$ cat config.mk
export PLATFORM = sky130hd
export DESIGN_NAME = secure_soc_fabric
export DESIGN_NICKNAME = d
export VERILOG_FILES = /design/src/verilog/fabric_pkg.sv /design/src/verilog/bus_decoder.sv /design/src/verilog/iccm_sram.sv /design/src/verilog/secret_guard.sv /design/src/verilog/secure_soc_fabric.sv /design/src/verilog/soc_ctrl_regs.sv
export SDC_FILE = /design/constraint.sdc
export NUM_CORES = 1
export LEC_CHECK = 0
export ABC_AREA = 1
export BUFFER_PORTS_ARGS = -buffer_cell sky130_fd_sc_hd__buf_2
export CELL_PAD_IN_SITES_DETAIL_PLACEMENT = 1
export CELL_PAD_IN_SITES_GLOBAL_PLACEMENT = 1
export CORE_MARGIN = 5
export CORE_UTILIZATION = 49
export CTS_CLUSTER_SIZE = 20
export DETAILED_ROUTE_END_ITERATION = 10
export GPL_TIMING_DRIVEN = 0
export PLACE_DENSITY_LB_ADDON = 0.1
export SLEW_MARGIN = 40
export SYNTH_ARGS = -nofsm -noshare
export SYNTH_HDL_FRONTEND = slang
export SYNTH_HIERARCHICAL = 1
export SYNTH_SLANG_ARGS = --single-unit
$ cat constraint.sdc
create_clock -name clk_i -period 10.4 [get_ports clk_i]
set_input_delay 1.56 -clock clk_i [delete_from_list [all_inputs] [get_ports clk_i]]
set_output_delay 1.56 -clock clk_i [all_outputs]
set_load 0.02 [all_outputs]
$ cat src/verilog/fabric_pkg.sv
// Shared bus types and address map. Accesses are whole 32-bit words and byte lanes are ignored.
`default_nettype none

package fabric_pkg;

    // =========================================================================
    // Widths
    // =========================================================================
    localparam int ADDR_W     = 16;
    localparam int DATA_W     = 32;
    localparam int KEY_WORDS  = 8;
    localparam int BYTE_OFF_W = 2;    // Word addressing
    localparam int REGION_W   = 4;    // Top address nibble picks the responder

    // Single-beat request, valid is a one-cycle strobe
    typedef struct packed {
        logic              valid;
        logic              write;
        logic [ADDR_W-1:0] addr;
        logic [DATA_W-1:0] wdata;
    } bus_req_t;

    typedef struct packed {
        logic              valid;
        logic              error;
        logic [DATA_W-1:0] rdata;
    } bus_rsp_t;

    // =========================================================================
    // Address map and control registers
    // =========================================================================
    typedef enum logic [REGION_W-1:0] {
        REGION_ICCM   = 4'h0,
        REGION_CTRL   = 4'h1,
        REGION_SECRET = 4'h2,
        REGION_NONE   = 4'hf     // Any nibble not listed above
    } region_e;

    localparam int CTRL_IDX_W = 2;

    typedef enum logic [CTRL_IDX_W-1:0] {
        CTRL        = 2'd0,
        INTR_STATUS = 2'd1,
        INTR_EN     = 2'd2,
        GENERIC_OUT = 2'd3
    } ctrl_reg_e;

    localparam int CTRL_ICCM_LOCK_BIT     = 0;    // Sticky until reset
    localparam int CTRL_CLEAR_SECRETS_BIT = 1;    // Self-clearing

    // Status and enable bits inside the control block
    localparam int NUM_CTRL_INTR    = 2;
    localparam int STATUS_ERROR_BIT = 0;
    localparam int STATUS_NOTIF_BIT = 1;

    // Positions in the outgoing interrupt vector
    localparam int NUM_INTR            = 3;
    localparam int INTR_CTRL_ERROR     = 0;
    localparam int INTR_CTRL_NOTIF     = 1;
    localparam int INTR_SECRET_CLEARED = 2;

    localparam int ICCM_WORDS = 16;
    localparam int ICCM_IDX_W = $clog2(ICCM_WORDS);
    localparam int KEY_IDX_W  = $clog2(KEY_WORDS);

    // Returned instead of the real key while debug is unlocked
    localparam logic [KEY_WORDS-1:0][DATA_W-1:0] DEBUG_KEY = {
        32'h3c1e_5a0f, 32'h9b27_d4e6, 32'h01f3_8c5d, 32'h6e4a_b219,   // Words 7..4
        32'hc75d_02a8, 32'h28bf_e361, 32'hd09a_7f34, 32'h5186_4ec2    // Words 3..0
    };

endpackage

`default_nettype wire

$ cat src/verilog/bus_decoder.sv
// Expects at most one request per cycle and responders that answer exactly one cycle later.
`timescale 1ns/100ps
`default_nettype none

module bus_decoder (
    input  logic                 clk_i,
    input  logic                 reset_i,
    input  fabric_pkg::bus_req_t req_i,
    input  logic                 iccm_lock_i,
    output fabric_pkg::bus_req_t iccm_req_o,
    output fabric_pkg::bus_req_t ctrl_req_o,
    output fabric_pkg::bus_req_t secret_req_o,
    input  fabric_pkg::bus_rsp_t iccm_rsp_i,
    input  fabric_pkg::bus_rsp_t ctrl_rsp_i,
    input  fabric_pkg::bus_rsp_t secret_rsp_i,
    output logic                 iccm_blocked_o,
    output fabric_pkg::bus_rsp_t rsp_o
);
    import fabric_pkg::*;

    region_e region;
    logic    blocked;
    logic    unmapped;
    logic    err_q;      // Local error response pending

    // =========================================================================
    // Region decode
    // =========================================================================
    always_comb begin
        case (req_i.addr[ADDR_W-1 -: REGION_W])
            REGION_ICCM:   region = REGION_ICCM;
            REGION_CTRL:   region = REGION_CTRL;
            REGION_SECRET: region = REGION_SECRET;
            default:       region = REGION_NONE;
        endcase
    end

    assign blocked  = req_i.valid && (region == REGION_ICCM) && iccm_lock_i;
    assign unmapped = req_i.valid && (region == REGION_NONE);

    assign iccm_blocked_o = blocked;   // Feeds the error status bit

    // Payload goes to everyone, only the strobe is steered
    always_comb begin
        iccm_req_o         = req_i;
        ctrl_req_o         = req_i;
        secret_req_o       = req_i;
        iccm_req_o.valid   = req_i.valid && (region == REGION_ICCM) && !iccm_lock_i;
        ctrl_req_o.valid   = req_i.valid && (region == REGION_CTRL);
        secret_req_o.valid = req_i.valid && (region == REGION_SECRET);
    end

    always_ff @(posedge clk_i) begin
        if (reset_i) begin
            err_q <= 1'b0;
        end else begin
            err_q <= blocked || unmapped;
        end
    end

    // =========================================================================
    // Response merge
    // =========================================================================
    always_comb begin
        rsp_o.valid = err_q | iccm_rsp_i.valid | ctrl_rsp_i.valid | secret_rsp_i.valid;
        rsp_o.error = err_q
                    | (iccm_rsp_i.valid & iccm_rsp_i.error)
                    | (ctrl_rsp_i.valid & ctrl_rsp_i.error)
                    | (secret_rsp_i.valid & secret_rsp_i.error);
        rsp_o.rdata = '0;                         // Error responses carry zero
        if (iccm_rsp_i.valid) begin
            rsp_o.rdata = rsp_o.rdata | iccm_rsp_i.rdata;
        end
        if (ctrl_rsp_i.valid) begin
            rsp_o.rdata = rsp_o.rdata | ctrl_rsp_i.rdata;
        end
        if (secret_rsp_i.valid) begin
            rsp_o.rdata = rsp_o.rdata | secret_rsp_i.rdata;
        end
    end

    // Responders and the local error path never answer in the same cycle
    a_single_rsp: assert property (@(posedge clk_i) disable iff (reset_i)
        $onehot0({err_q, iccm_rsp_i.valid, ctrl_rsp_i.valid, secret_rsp_i.valid}));

    // A locked ICCM must stay silent on the following cycle
    a_lock_blocks_iccm: assert property (@(posedge clk_i) disable iff (reset_i)
        (req_i.valid && (region == REGION_ICCM) && iccm_lock_i) |=> !iccm_rsp_i.valid);

endmodule

`default_nettype wire

$ cat src/verilog/iccm_sram.sv
// Memory contents have no reset and read as undefined until written.
`timescale 1ns/100ps
`default_nettype none

module iccm_sram (
    input  logic                 clk_i,
    input  logic                 reset_i,
    input  fabric_pkg::bus_req_t req_i,
    output fabric_pkg::bus_rsp_t rsp_o
);
    import fabric_pkg::*;

    logic [DATA_W-1:0]     mem [ICCM_WORDS];
    logic [ICCM_IDX_W-1:0] idx;
    logic                  rsp_valid_q;
    logic [DATA_W-1:0]     rdata_q;

    assign idx = req_i.addr[BYTE_OFF_W +: ICCM_IDX_W];   // Upper bits alias

    always_ff @(posedge clk_i) begin
        if (req_i.valid && req_i.write) begin
            mem[idx] <= req_i.wdata;
        end
    end

    // Read data registered alongside the response strobe
    always_ff @(posedge clk_i) begin
        if (req_i.valid) begin
            rdata_q <= req_i.write ? '0 : mem[idx];
        end
    end

    always_ff @(posedge clk_i) begin
        if (reset_i) begin
            rsp_valid_q <= 1'b0;
        end else begin
            rsp_valid_q <= req_i.valid;
        end
    end

    always_comb begin
        rsp_o.valid = rsp_valid_q;
        rsp_o.error = 1'b0;        // Locking is handled upstream
        rsp_o.rdata = rdata_q;
    end

endmodule

`default_nettype wire

$ cat src/verilog/secret_guard.sv
// The key is sampled once after reset and a wipe holds until the next reset.
`timescale 1ns/100ps
`default_nettype none

module secret_guard (
    input  logic                                                    clk_i,
    input  logic                                                    reset_i,
    input  fabric_pkg::bus_req_t                                    req_i,
    input  logic [fabric_pkg::KEY_WORDS-1:0][fabric_pkg::DATA_W-1:0] obf_key_i,
    input  logic                                                    debug_locked_i,
    input  logic                                                    clear_secrets_i,
    output fabric_pkg::bus_rsp_t                                    rsp_o,
    output logic                                                    cleared_intr_o
);
    import fabric_pkg::*;

    logic [KEY_WORDS-1:0][DATA_W-1:0] key_q;
    logic                             captured_q;
    logic                             cleared_q;
    logic [KEY_IDX_W-1:0]             word_idx;
    logic                             rsp_valid_q;
    logic [DATA_W-1:0]                rdata_q;

    assign word_idx = req_i.addr[BYTE_OFF_W +: KEY_IDX_W];   // Wraps modulo key size

    // Wipe beats capture
    always_ff @(posedge clk_i) begin
        if (reset_i) begin
            key_q      <= '0;
            captured_q <= 1'b0;
            cleared_q  <= 1'b0;
        end else if (clear_secrets_i) begin
            key_q      <= '0;
            captured_q <= 1'b1;
            cleared_q  <= 1'b1;
        end else if (!captured_q) begin
            key_q      <= obf_key_i;
            captured_q <= 1'b1;
        end
    end

    // Debug unlocked hands out the fixed key
    always_ff @(posedge clk_i) begin
        if (req_i.valid) begin
            if (req_i.write) begin
                rdata_q <= '0;
            end else if (debug_locked_i) begin
                rdata_q <= key_q[word_idx];
            end else begin
                rdata_q <= DEBUG_KEY[word_idx];
            end
        end
    end

    always_ff @(posedge clk_i) begin
        if (reset_i) begin
            rsp_valid_q <= 1'b0;
        end else begin
            rsp_valid_q <= req_i.valid;
        end
    end

    always_comb begin
        rsp_o.valid = rsp_valid_q;
        rsp_o.error = 1'b0;
        rsp_o.rdata = rdata_q;
    end

    assign cleared_intr_o = cleared_q;

endmodule

`default_nettype wire

$ cat src/verilog/secure_soc_fabric.sv
// Fabric top with one initiator port. Responses come one cycle after each request and there is no stall.
`timescale 1ns/100ps
`default_nettype none

module secure_soc_fabric (
    input  logic                                                    clk_i,
    input  logic                                                    reset_i,
    input  fabric_pkg::bus_req_t                                    req_i,
    output fabric_pkg::bus_rsp_t                                    rsp_o,
    input  logic [fabric_pkg::KEY_WORDS-1:0][fabric_pkg::DATA_W-1:0] obf_key_i,
    input  logic                                                    debug_locked_i,
    output logic [fabric_pkg::NUM_INTR-1:0]                         intr_o,
    output logic [fabric_pkg::DATA_W-1:0]                           generic_out_o
);
    import fabric_pkg::*;

    bus_req_t iccm_req;
    bus_req_t ctrl_req;
    bus_req_t secret_req;
    bus_rsp_t iccm_rsp;
    bus_rsp_t ctrl_rsp;
    bus_rsp_t secret_rsp;

    logic iccm_lock;
    logic iccm_blocked;
    logic clear_secrets;
    logic error_intr;
    logic notif_intr;
    logic cleared_intr;

    // =========================================================================
    // Decoder and responders
    // =========================================================================
    bus_decoder decoder_i (
        .clk_i          (clk_i),
        .reset_i        (reset_i),
        .req_i          (req_i),
        .iccm_lock_i    (iccm_lock),
        .iccm_req_o     (iccm_req),
        .ctrl_req_o     (ctrl_req),
        .secret_req_o   (secret_req),
        .iccm_rsp_i     (iccm_rsp),
        .ctrl_rsp_i     (ctrl_rsp),
        .secret_rsp_i   (secret_rsp),
        .iccm_blocked_o (iccm_blocked),
        .rsp_o          (rsp_o)
    );

    iccm_sram iccm_i (
        .clk_i   (clk_i),
        .reset_i (reset_i),
        .req_i   (iccm_req),
        .rsp_o   (iccm_rsp)
    );

    soc_ctrl_regs ctrl_regs_i (
        .clk_i           (clk_i),
        .reset_i         (reset_i),
        .req_i           (ctrl_req),
        .iccm_blocked_i  (iccm_blocked),
        .rsp_o           (ctrl_rsp),
        .iccm_lock_o     (iccm_lock),
        .clear_secrets_o (clear_secrets),
        .error_intr_o    (error_intr),
        .notif_intr_o    (notif_intr),
        .generic_out_o   (generic_out_o)
    );

    secret_guard secret_guard_i (
        .clk_i           (clk_i),
        .reset_i         (reset_i),
        .req_i           (secret_req),
        .obf_key_i       (obf_key_i),
        .debug_locked_i  (debug_locked_i),
        .clear_secrets_i (clear_secrets),
        .rsp_o           (secret_rsp),
        .cleared_intr_o  (cleared_intr)
    );

    // Interrupt vector at fixed positions
    always_comb begin
        intr_o                      = '0;
        intr_o[INTR_CTRL_ERROR]     = error_intr;
        intr_o[INTR_CTRL_NOTIF]     = notif_intr;
        intr_o[INTR_SECRET_CLEARED] = cleared_intr;
    end

endmodule

`default_nettype wire

$ cat src/verilog/soc_ctrl_regs.sv
// The ICCM lock clears only on reset, and back-to-back clear writes yield one pulse.
`timescale 1ns/100ps
`default_nettype none

module soc_ctrl_regs (
    input  logic                          clk_i,
    input  logic                          reset_i,
    input  fabric_pkg::bus_req_t          req_i,
    input  logic                          iccm_blocked_i,
    output fabric_pkg::bus_rsp_t          rsp_o,
    output logic                          iccm_lock_o,
    output logic                          clear_secrets_o,
    output logic                          error_intr_o,
    output logic                          notif_intr_o,
    output logic [fabric_pkg::DATA_W-1:0] generic_out_o
);
    import fabric_pkg::*;

    ctrl_reg_e              reg_sel;
    logic                   wr_en;
    logic                   clear_hit;
    logic                   lock_q;
    logic                   clear_q;
    logic [NUM_CTRL_INTR-1:0] status_q;
    logic [NUM_CTRL_INTR-1:0] status_nxt;
    logic [NUM_CTRL_INTR-1:0] enable_q;
    logic [DATA_W-1:0]      gen_out_q;
    logic                   rsp_valid_q;
    logic [DATA_W-1:0]      rdata_q;
    logic [DATA_W-1:0]      rdata_nxt;

    assign reg_sel   = ctrl_reg_e'(req_i.addr[BYTE_OFF_W +: CTRL_IDX_W]);
    assign wr_en     = req_i.valid && req_i.write;
    assign clear_hit = wr_en && (reg_sel == CTRL) && req_i.wdata[CTRL_CLEAR_SECRETS_BIT];

    // =========================================================================
    // Interrupt status, set wins over write-1-to-clear
    // =========================================================================
    always_comb begin
        status_nxt = status_q;
        if (wr_en && (reg_sel == INTR_STATUS)) begin
            status_nxt = status_q & ~req_i.wdata[NUM_CTRL_INTR-1:0];
        end
        if (iccm_blocked_i) begin
            status_nxt[STATUS_ERROR_BIT] = 1'b1;
        end
        if (wr_en && (reg_sel == GENERIC_OUT)) begin
            status_nxt[STATUS_NOTIF_BIT] = 1'b1;
        end
    end

    always_ff @(posedge clk_i) begin
        if (reset_i) begin
            lock_q    <= 1'b0;
            clear_q   <= 1'b0;
            status_q  <= '0;
            enable_q  <= '0;
            gen_out_q <= '0;
        end else begin
            if (wr_en && (reg_sel == CTRL) && req_i.wdata[CTRL_ICCM_LOCK_BIT]) begin
                lock_q <= 1'b1;     // Sticky
            end
            clear_q  <= clear_hit && !clear_q;
            status_q <= status_nxt;
            if (wr_en && (reg_sel == INTR_EN)) begin
                enable_q <= req_i.wdata[NUM_CTRL_INTR-1:0];
            end
            if (wr_en && (reg_sel == GENERIC_OUT)) begin
                gen_out_q <= req_i.wdata;
            end
        end
    end

    // =========================================================================
    // Readback
    // =========================================================================
    always_comb begin
        rdata_nxt = '0;
        if (!req_i.write) begin
            case (reg_sel)
                CTRL:        rdata_nxt[CTRL_ICCM_LOCK_BIT] = lock_q;  // Clear bit reads 0
                INTR_STATUS: rdata_nxt[NUM_CTRL_INTR-1:0] = status_q;
                INTR_EN:     rdata_nxt[NUM_CTRL_INTR-1:0] = enable_q;
                GENERIC_OUT: rdata_nxt = gen_out_q;
                default:     rdata_nxt = '0;
            endcase
        end
    end

    always_ff @(posedge clk_i) begin
        if (req_i.valid) begin
            rdata_q <= rdata_nxt;
        end
    end

    always_ff @(posedge clk_i) begin
        if (reset_i) begin
            rsp_valid_q <= 1'b0;
        end else begin
            rsp_valid_q <= req_i.valid;
        end
    end

    always_comb begin
        rsp_o.valid = rsp_valid_q;
        rsp_o.error = 1'b0;
        rsp_o.rdata = rdata_q;
    end

    assign iccm_lock_o     = lock_q;
    assign clear_secrets_o = clear_q;
    assign error_intr_o    = status_q[STATUS_ERROR_BIT] & enable_q[STATUS_ERROR_BIT];
    assign notif_intr_o    = status_q[STATUS_NOTIF_BIT] & enable_q[STATUS_NOTIF_BIT];
    assign generic_out_o   = gen_out_q;

    // Secret wipe is a strobe for the key holder
    a_clear_one_cycle: assert property (@(posedge clk_i) disable iff (reset_i)
        clear_secrets_o |=> !clear_secrets_o);

endmodule

`default_nettype wire
Word level (Yosys, flattened, before mapping)
Memories as Yosys holds them, arrays and structs flattened. A register that Yosys moved wholly into a read port is not among the register bits.
Cells that the tools add are included.
Widths: inputs -> output; s select.
{ "word_totals": {"ff_bits": 364, "mem_bits_rw": 512, "romBits": 256, "input_bits": 309, "out_inout_bits": 69, "wordCells": 85, "mem_count": 2} }
{ "mem_list": {"columns": ["memory", "depth", "word_bits", "read_ports", "rd_clocked_by_memory_dff", "write_ports", "line_no", "rtl"], "rows": [
  ["iccm_i.mem", 16, 32, 1, 1, 1, "iccm_sram.sv:13", "logic [DATA_W-1:0] mem [ICCM_WORDS];"],
  ["(no name shown)", 8, 32, 1, 0, 0, "secret_guard.sv:50", "rdata_q <= DEBUG_KEY[word_idx];"]
]} }
{ "op_classes": {"magnitude_cmp": 1, "n_eq_ne": 8, "n_mux": 16, "n_bitwise": 10, "n_reduce_logical": 25} }
{ "op_table": {"columns": ["operator", "n"], "rows": [
  ["$mux 32", 6],
  ["$bmux 32 s3", 1],
  ["$or 32x32->32", 2],
  ["$logic_and 1x1->1", 15],
  ["$pmux 4 s3", 1],
  ["$eq 4x1->1 const B", 2],
  ["$eq 4x2->1 const B", 2],
  ["$logic_not 4->1", 2],
  ["$mux 1", 5],
  ["$eq 2x2->1 const B", 2],
  ["$eq 4x4->1 const B", 1],
  ["$lt 3x4->1 const B", 1],
  ["$pmux 1 s4", 1],
  ["$reduce_bool 2->1", 2],
  ["$reduce_or 2->1", 2],
  ["$or 1x1->1", 3],
  ["$pmux 1 s3", 1],
  ["$and 1x1->1", 2],
  ["$and 2x2->2", 1],
  ["$eq 2x1->1 const B", 1],
  ["$logic_not 1->1", 2],
  ["$logic_not 2->1", 1],
  ["$mux 2", 1],
  ["$not 2->2", 1],
  ["other kinds (2)", 2]
]} }

Longest topological paths before layout
Gate-level depths: netlist of run 1.
{ "depth": {"word_depth": 8, "depth_mapped": 13} }

Cells and area by module
Netlist of run 1, hierarchy kept.
{ "modules_own_cells": {"columns": ["mod", "n_inst", "cells_each", "area_each_um2", "seq_area_each_um2"], "rows": [
  ["iccm_sram", 1, 2094, 22457.8, 16355.7],
  ["secret_guard", 1, 1745, 12867.3, 6145.9],
  ["soc_ctrl_regs", 1, 294, 2733.9, 1741.7],
  ["bus_decoder", 1, 310, 1888.1, 20.0],
  ["secure_soc_fabric", 1, 3, 22.5, 0.0]
]} }

Worst setup path after synthesis of run 1
OpenSTA, ideal clock, no wires.
{ "synth_timing": {"path_kind": "in2reg", "start": "in req_i[49] in the netlist's numbering", "end": "mem iccm_i.mem[0][0] (enable)", "setup_time_ns": 0.421, "t_arrival_ns": 4.972, "t_required_ns": 9.979, "slack_ns": 5.007, "stages": 8, "n_path_buf": 0, "cell_sequence": "inv_1 > nor2_4 > nand3_1 > nor2_1 > nand2_1 > inv_1 > nand3_1 > nor2_1"} }
{ "synth_lines": {"columns": ["element", "line_no", "rtl"], "rows": [
  ["start, declared", "secure_soc_fabric.sv:8", "input fabric_pkg::bus_req_t req_i,"],
  ["end, declared", "iccm_sram.sv:13", null]
]} }

Worst setup path after layout of run 1
{ "layout_timing": {"start": "in req_i[35] in the netlist's numbering", "end": "mem iccm_i.mem[4][9] (enable)"} }
No word-level cell before the write port.

==> results of run 1 <==
[metrics by stage]
step | util (%) | area, um2 | instances | power [W] | setup WS (ns)
finish | 58.11 | 46580 | 5987 | 0.008199 | 6.727
detailed placement | 54.07 | 43340 | 5803 | 0.004713 | 6.193
global placement | 52.93 | 42420 | 5767 | 0.004681 | 2.014
floorplan | - | 39440 | 4375 | 0.004408 | 5.007
global route | 58.10 | 46570 | 5984 | 0.008441 | 6.707
CTS | 58.09 | 46560 | 5982 | 0.008209 | 6.792
[layer usage]
| metal | vias to the layer above | GRT usage (%) | wire [um] |
|---|---|---|---|
| met4 | 8 | 10.90 | 5373 |
| met3 | 293 | 6.838 | 14240 |
| met1 | 16580 | 46.48 | 61070 |
| met2 | 1552 | 54.22 | 69680 |
| met5 | - | 0 | 58 |
| li1 | 15030 | - | - |
[report_power, final]
part           switching (W)  total, W  internal [W]
sequential         0.0000276   0.00394       0.00392
combinational       0.000510  0.000722      0.000212
clock                0.00146   0.00353       0.00208
total                0.00199   0.00820       0.00621
[worst max-delay path: stages]
cell and delay (ns):
buf_4 0.11, buf_2 0.13, inv_1 0.10, buf_2 0.48, buf_2 0.35, nand3_1 0.41
nor2_4 0.42, buf_8 0.23, buf_16 0.18
[state kept, by name, indices dropped and copies added, names as in the netlist, 2 cells and up]
register and flops:
iccm_i/mem 512, secret_guard_i/key_q 256, ctrl_regs_i/generic_out_o 32, ctrl_regs_i/rdata_q 32
iccm_i/rdata_q 32, secret_guard_i/rdata_q 32, ctrl_regs_i/enable_q 2, ctrl_regs_i/status_q 2
[cell type report]
type                    instances  area [um2]
fillers                      9376       33580
flip-flops and latches        908       24260
multi-input cells            2875       12300
clock buffers                 141        2823
repair buffers                368        2440
plain buffers                 347        2093
well taps                    1060        1326
inverters                     245       924.6
clock inverters                38       397.9
diodes                          5       12.51
[path summary, 6_finish.rpt]
| check | start | end | slack, ns | cells past startpoint |
|---|---|---|---|---|
| worst min register to register | secret_guard_i/key_q[158] | secret_guard_i/key_q[158] | 0.46 | 2 |
| worst min-delay path | secret_guard_i/key_q[158] | secret_guard_i/key_q[158] | 0.46 | 2 |
| worst max-delay path | req_i[35] | iccm_i/mem[4][9] | 6.73 | 9 |
| worst max register to register | ctrl_regs_i/iccm_lock_o | iccm_i/mem[6][9] | 7.89 | 8 |
==> flow_summary.toml, run 1 <==
[finish]
final_nets = 5159
final_cell_mix = "1883 x nand2_1, 608 x edfxtp_1, 428 x buf_2"
areaGrowthSynthToFinish_pct = 18.11
layout-drive-gt1-share_pct = 16.07
layout_commonest_cell = "nand2_1"

[clocking]
cts_buffers = 97
tritoncts = "done"
clock_path_buffers = 3
root_buffer = "clkbuf_16"
cts-hold-fix-buffers = 0
cts_resized = 0
cts_sinks = 908
post_cts_buffers = 0
clkLatencyLatePin_ns = 0.67
clkTransAtPathRegs_ns = 0.06
htreeDepth = 3

[critical_path]
required_ns = 10.75
cp.arrival_ns = 4.02
cp-end-kind = "flip-flop"
cp_max_fo = 18
criticalPathCategory = "in2reg"
start_kind = "primary input"

[logic_synthesis]
yosys_warnings = 6
synth_area_mm2 = 0.03944
syn_avg_cell_area_um2 = 9.014
synthCells = 4375
synth_nets = 4692

[routing]
wl_per_cell_um = 25.13
num_vias = 33470
ant_nets = 0
drtPass1Iterations = 5
drtIter0Drc = 3665
vias_per_cell = 5.590
wl_um = 150400
drc_errors = 0

[floorplanning]
ios = 378
dieArea_mm2 = 0.08626
initial_utilization_pct = 49.20
core_area_mm2 = 0.08016
die_w_um = 293.7
die_h_um = 293.7
num_rows = 104

[pwr]
powerDensity_mw_per_mm2 = 176.0
vdd.ir_drop.worst_uv = 133.2
p_leak_nw = 20.01

[global_routing]
grt_util_all_layers_pct = 33.75
grt_pass1_vias = 34070
grt_max_degree = 34
grt_pass1_wl_um = 216600
grt_overflow_total = 0
antenna_found_initial = 12

[sta]
hold_viol_final = 0
period_needed_ns = 3.673
fin_skew_ns = 0.02612
rsz0062_at_grt = "false"
maxSlewViolCount = 0
fin_setup_tns_ns = 0
finalSetupViolations = 0
fmax_mhz = 272.2
finalCritPeriodShare_pct = 35.32
slew-limit-headroom_pct = 44.42
hold_ws_ns = 0.4608
worstMarginPinSlew_ns = 0.8306

[run_status]
status = "finished clean"

[placed_design]
hpwl_um = 110200
port_buffers = 332
routabilityCongestion = 0.9231

[hold_path]
hold_class = "reg2reg"

[run]
maxCapViolations = 0
(Power assumes the default switching activity.)
==> run 2: changes to the inputs <==
- CORE_UTILIZATION: 49 -> 46
- clock period: 10.4 -> 3.55 ns (I/O delays scaled with it)
==> run 2 against run 1 <==
  * Worst setup slack got worse by 6.0 ns
  * Clock skew fell by 0.010 ns
  * Combinational power rose to 2.9 times the previous value
  * Via count fell by 1.6%
  * Wire length fell by 2.5%
  * Global-route usage fell by 2.5 points
  * Non-clock buffer count did not move
  * Worst hold slack got worse by 0.37 ns
  * Power rose to 3.0 times the previous value
  * Sequential cell count did not move
  * Critical path type is now reg2reg
  * Largest cell class unchanged
  * Highest routed layer unchanged
==> flow_summary.toml, run 2 (same netlist as run 1, synthesis figures left out) <==
[global_routing]
antenna_found_initial = 9
grt_util_all_layers_pct = 31.22
grt_overflow_total = 0
grt_pass1_wl_um = 212300
grt_max_degree = 34
grt_pass1_vias = 33550

[clocking]
root_buffer = "clkbuf_16"
cts-hold-fix-buffers = 0
clkTransAtPathRegs_ns = 0.06
htreeDepth = 3
clkLatencyLatePin_ns = 0.67
cts_buffers = 98
post_cts_buffers = 0
cts_sinks = 908
tritoncts = "done"
clock_path_buffers = 3
cts_resized = 0

[finish]
final_cell_mix = "1883 x nand2_1, 608 x edfxtp_1, 428 x buf_2"
layout_commonest_cell = "nand2_1"
top_regs = "iccm_i/mem x512, secret_guard_i/key_q x256"
fin_util_pct = 54.92
largest_reg_flops = 512
layout-drive-gt1-share_pct = 15.98
areaGrowthSynthToFinish_pct = 18.58
final_area_mm2 = 0.04676
nFillCells = 9930
largest_register = "iccm_i/mem"
final_nets = 5160
stdcell_count = 6070

[critical_path]
r2r_cells = 8
start_kind = "flip-flop"
cp_max_fo = 14
r2r_slack_ns = 0.69
cp.arrival_ns = 3.22
cp-end-kind = "flip-flop"
endpoint = "iccm_i/mem[13][8]"
criticalPathCategory = "reg2reg"
startpoint = "ctrl_regs_i/iccm_lock_o"
required_ns = 3.91
rr_startpoint = "ctrl_regs_i/iccm_lock_o"
timing.rr.end = "iccm_i/mem[13][8]"

[pwr]
total_power_w = 0.02421
vdd.ir_drop.worst_uv = 410.5
powerDensity_mw_per_mm2 = 517.8
p_leak_nw = 20.04

[routing]
drtPass1Iterations = 5
wl_per_cell_um = 24.17
drc_errors = 0
num_vias = 32950
ant_nets = 0
drtIter0Drc = 3373
vias_per_cell = 5.428
wl_um = 146700

[sta]
fmax_mhz = 349.3
finalCritPeriodShare_pct = 80.64
fin_setup_tns_ns = 0
slew-limit-headroom_pct = 40.96
period_needed_ns = 2.863
worstMarginPinSlew_ns = 0.8856
rsz0062_at_grt = "false"
hold_viol_final = 0
fin_skew_ns = 0.01563
maxSlewViolCount = 0
finalSetupViolations = 0

[placed_design]
port_buffers = 332
place_inst = 5887
place_area_mm2 = 0.04344
routabilityCongestion = 0.9196
hpwl_um = 108900

[hold_path]
min_delay_path_depth = 3
hold_class = "in2reg"

[floorplanning]
die_w_um = 302.8
dieArea_mm2 = 0.09169
ios = 378
num_rows = 107
core_area_mm2 = 0.08515
die_h_um = 302.8
initial_utilization_pct = 46.32

[run]
maxCapViolations = 0

[run_status]
status = "finished clean"
## run 2: changes by cell type in the layout (fill, tap and decap cells not counted)
cell        change
inv_6           -2
clkbuf_2        -1
clkinv_4        -1
clkinv_8        +4
clkbuf_1        -4
inv_4           -1
bufinv_16       +4
diode_2         +1
and3_4          -1
clkbuf_8        -4
clkinv_1        +7
clkinv_2        -3
clkinvlp_4      -1
and3_2          +1
## run 2: worst max-delay path: stages (launching register included)
cell and delay, ns:
dfxtp_1 0.35, nor2_4 0.31, buf_16 0.20, nand2_1 0.13, inv_1 0.18, nand3_1 0.35, nor2_4 0.59, buf_8 0.25
buf_16 0.18
## run 2: area by class of cell
type	count	area (um2)	share of cell area, %
antenna	6	15.01	0.03211
buffer	347	2095	4.479
clock buffer	132	2746	5.873
clock inverter	45	554.3	1.185
inverter	245	924.6	1.977
multi-input combinational	2875	12290	26.29
sequential	908	24260	51.89
tap	1144	1431	3.061
timing repair buffer	368	2440	5.218
## run 2: how the worst min path moves through the flow
stage / startpoint / to / slack, ns
floorplan: ctrl_regs_i/clear_secrets_o / ctrl_regs_i/clear_secrets_o / 0.41
global placement: secret_guard_i/key_q[22] / secret_guard_i/key_q[22] / 0.44
detailed placement: ctrl_regs_i/clear_secrets_o / ctrl_regs_i/clear_secrets_o / 0.44
CTS: req_i[26] / ctrl_regs_i/generic_out_o[26] / 0.06
global route: req_i[27] / ctrl_regs_i/generic_out_o[27] / 0.08
finish: req_i[26] / ctrl_regs_i/generic_out_o[26] / 0.09
## run 2: power breakdown
part | leakage, nW | total [W] | internal [W] | switching [W]
sequential | 8.00 | 0.0116 | 0.0115 | 0.0000806
clock | 1.62 | 0.0106 | 0.00628 | 0.00428
combinational | 10.4 | 0.00211 | 0.000620 | 0.00149
total | 20.0 | 0.0242 | 0.0184 | 0.00584
## run 2: metrics by stage
stage	hold slack (ns)	worst slack (ns)
final	0.09298	0.6874
after detailed placement	0.4440	0.1183
after CTS	0.06039	0.7280
after global routing	0.07980	0.5464
after global placement	0.4400	-3.256
after floorplan	0.4136	-0.2661
## run 2: metal layers
| metal | wire [um] | global-route usage (%) | vias to the layer above |
|---|---|---|---|
| li1 | - | - | 15060 |
| met1 | 62660 | 44.70 | 16290 |
| met2 | 66090 | 48.35 | 1350 |
| met3 | 13050 | 6.004 | 249 |
| met4 | 4914 | 9.973 | 2 |
| met5 | 13 | 0 | - |
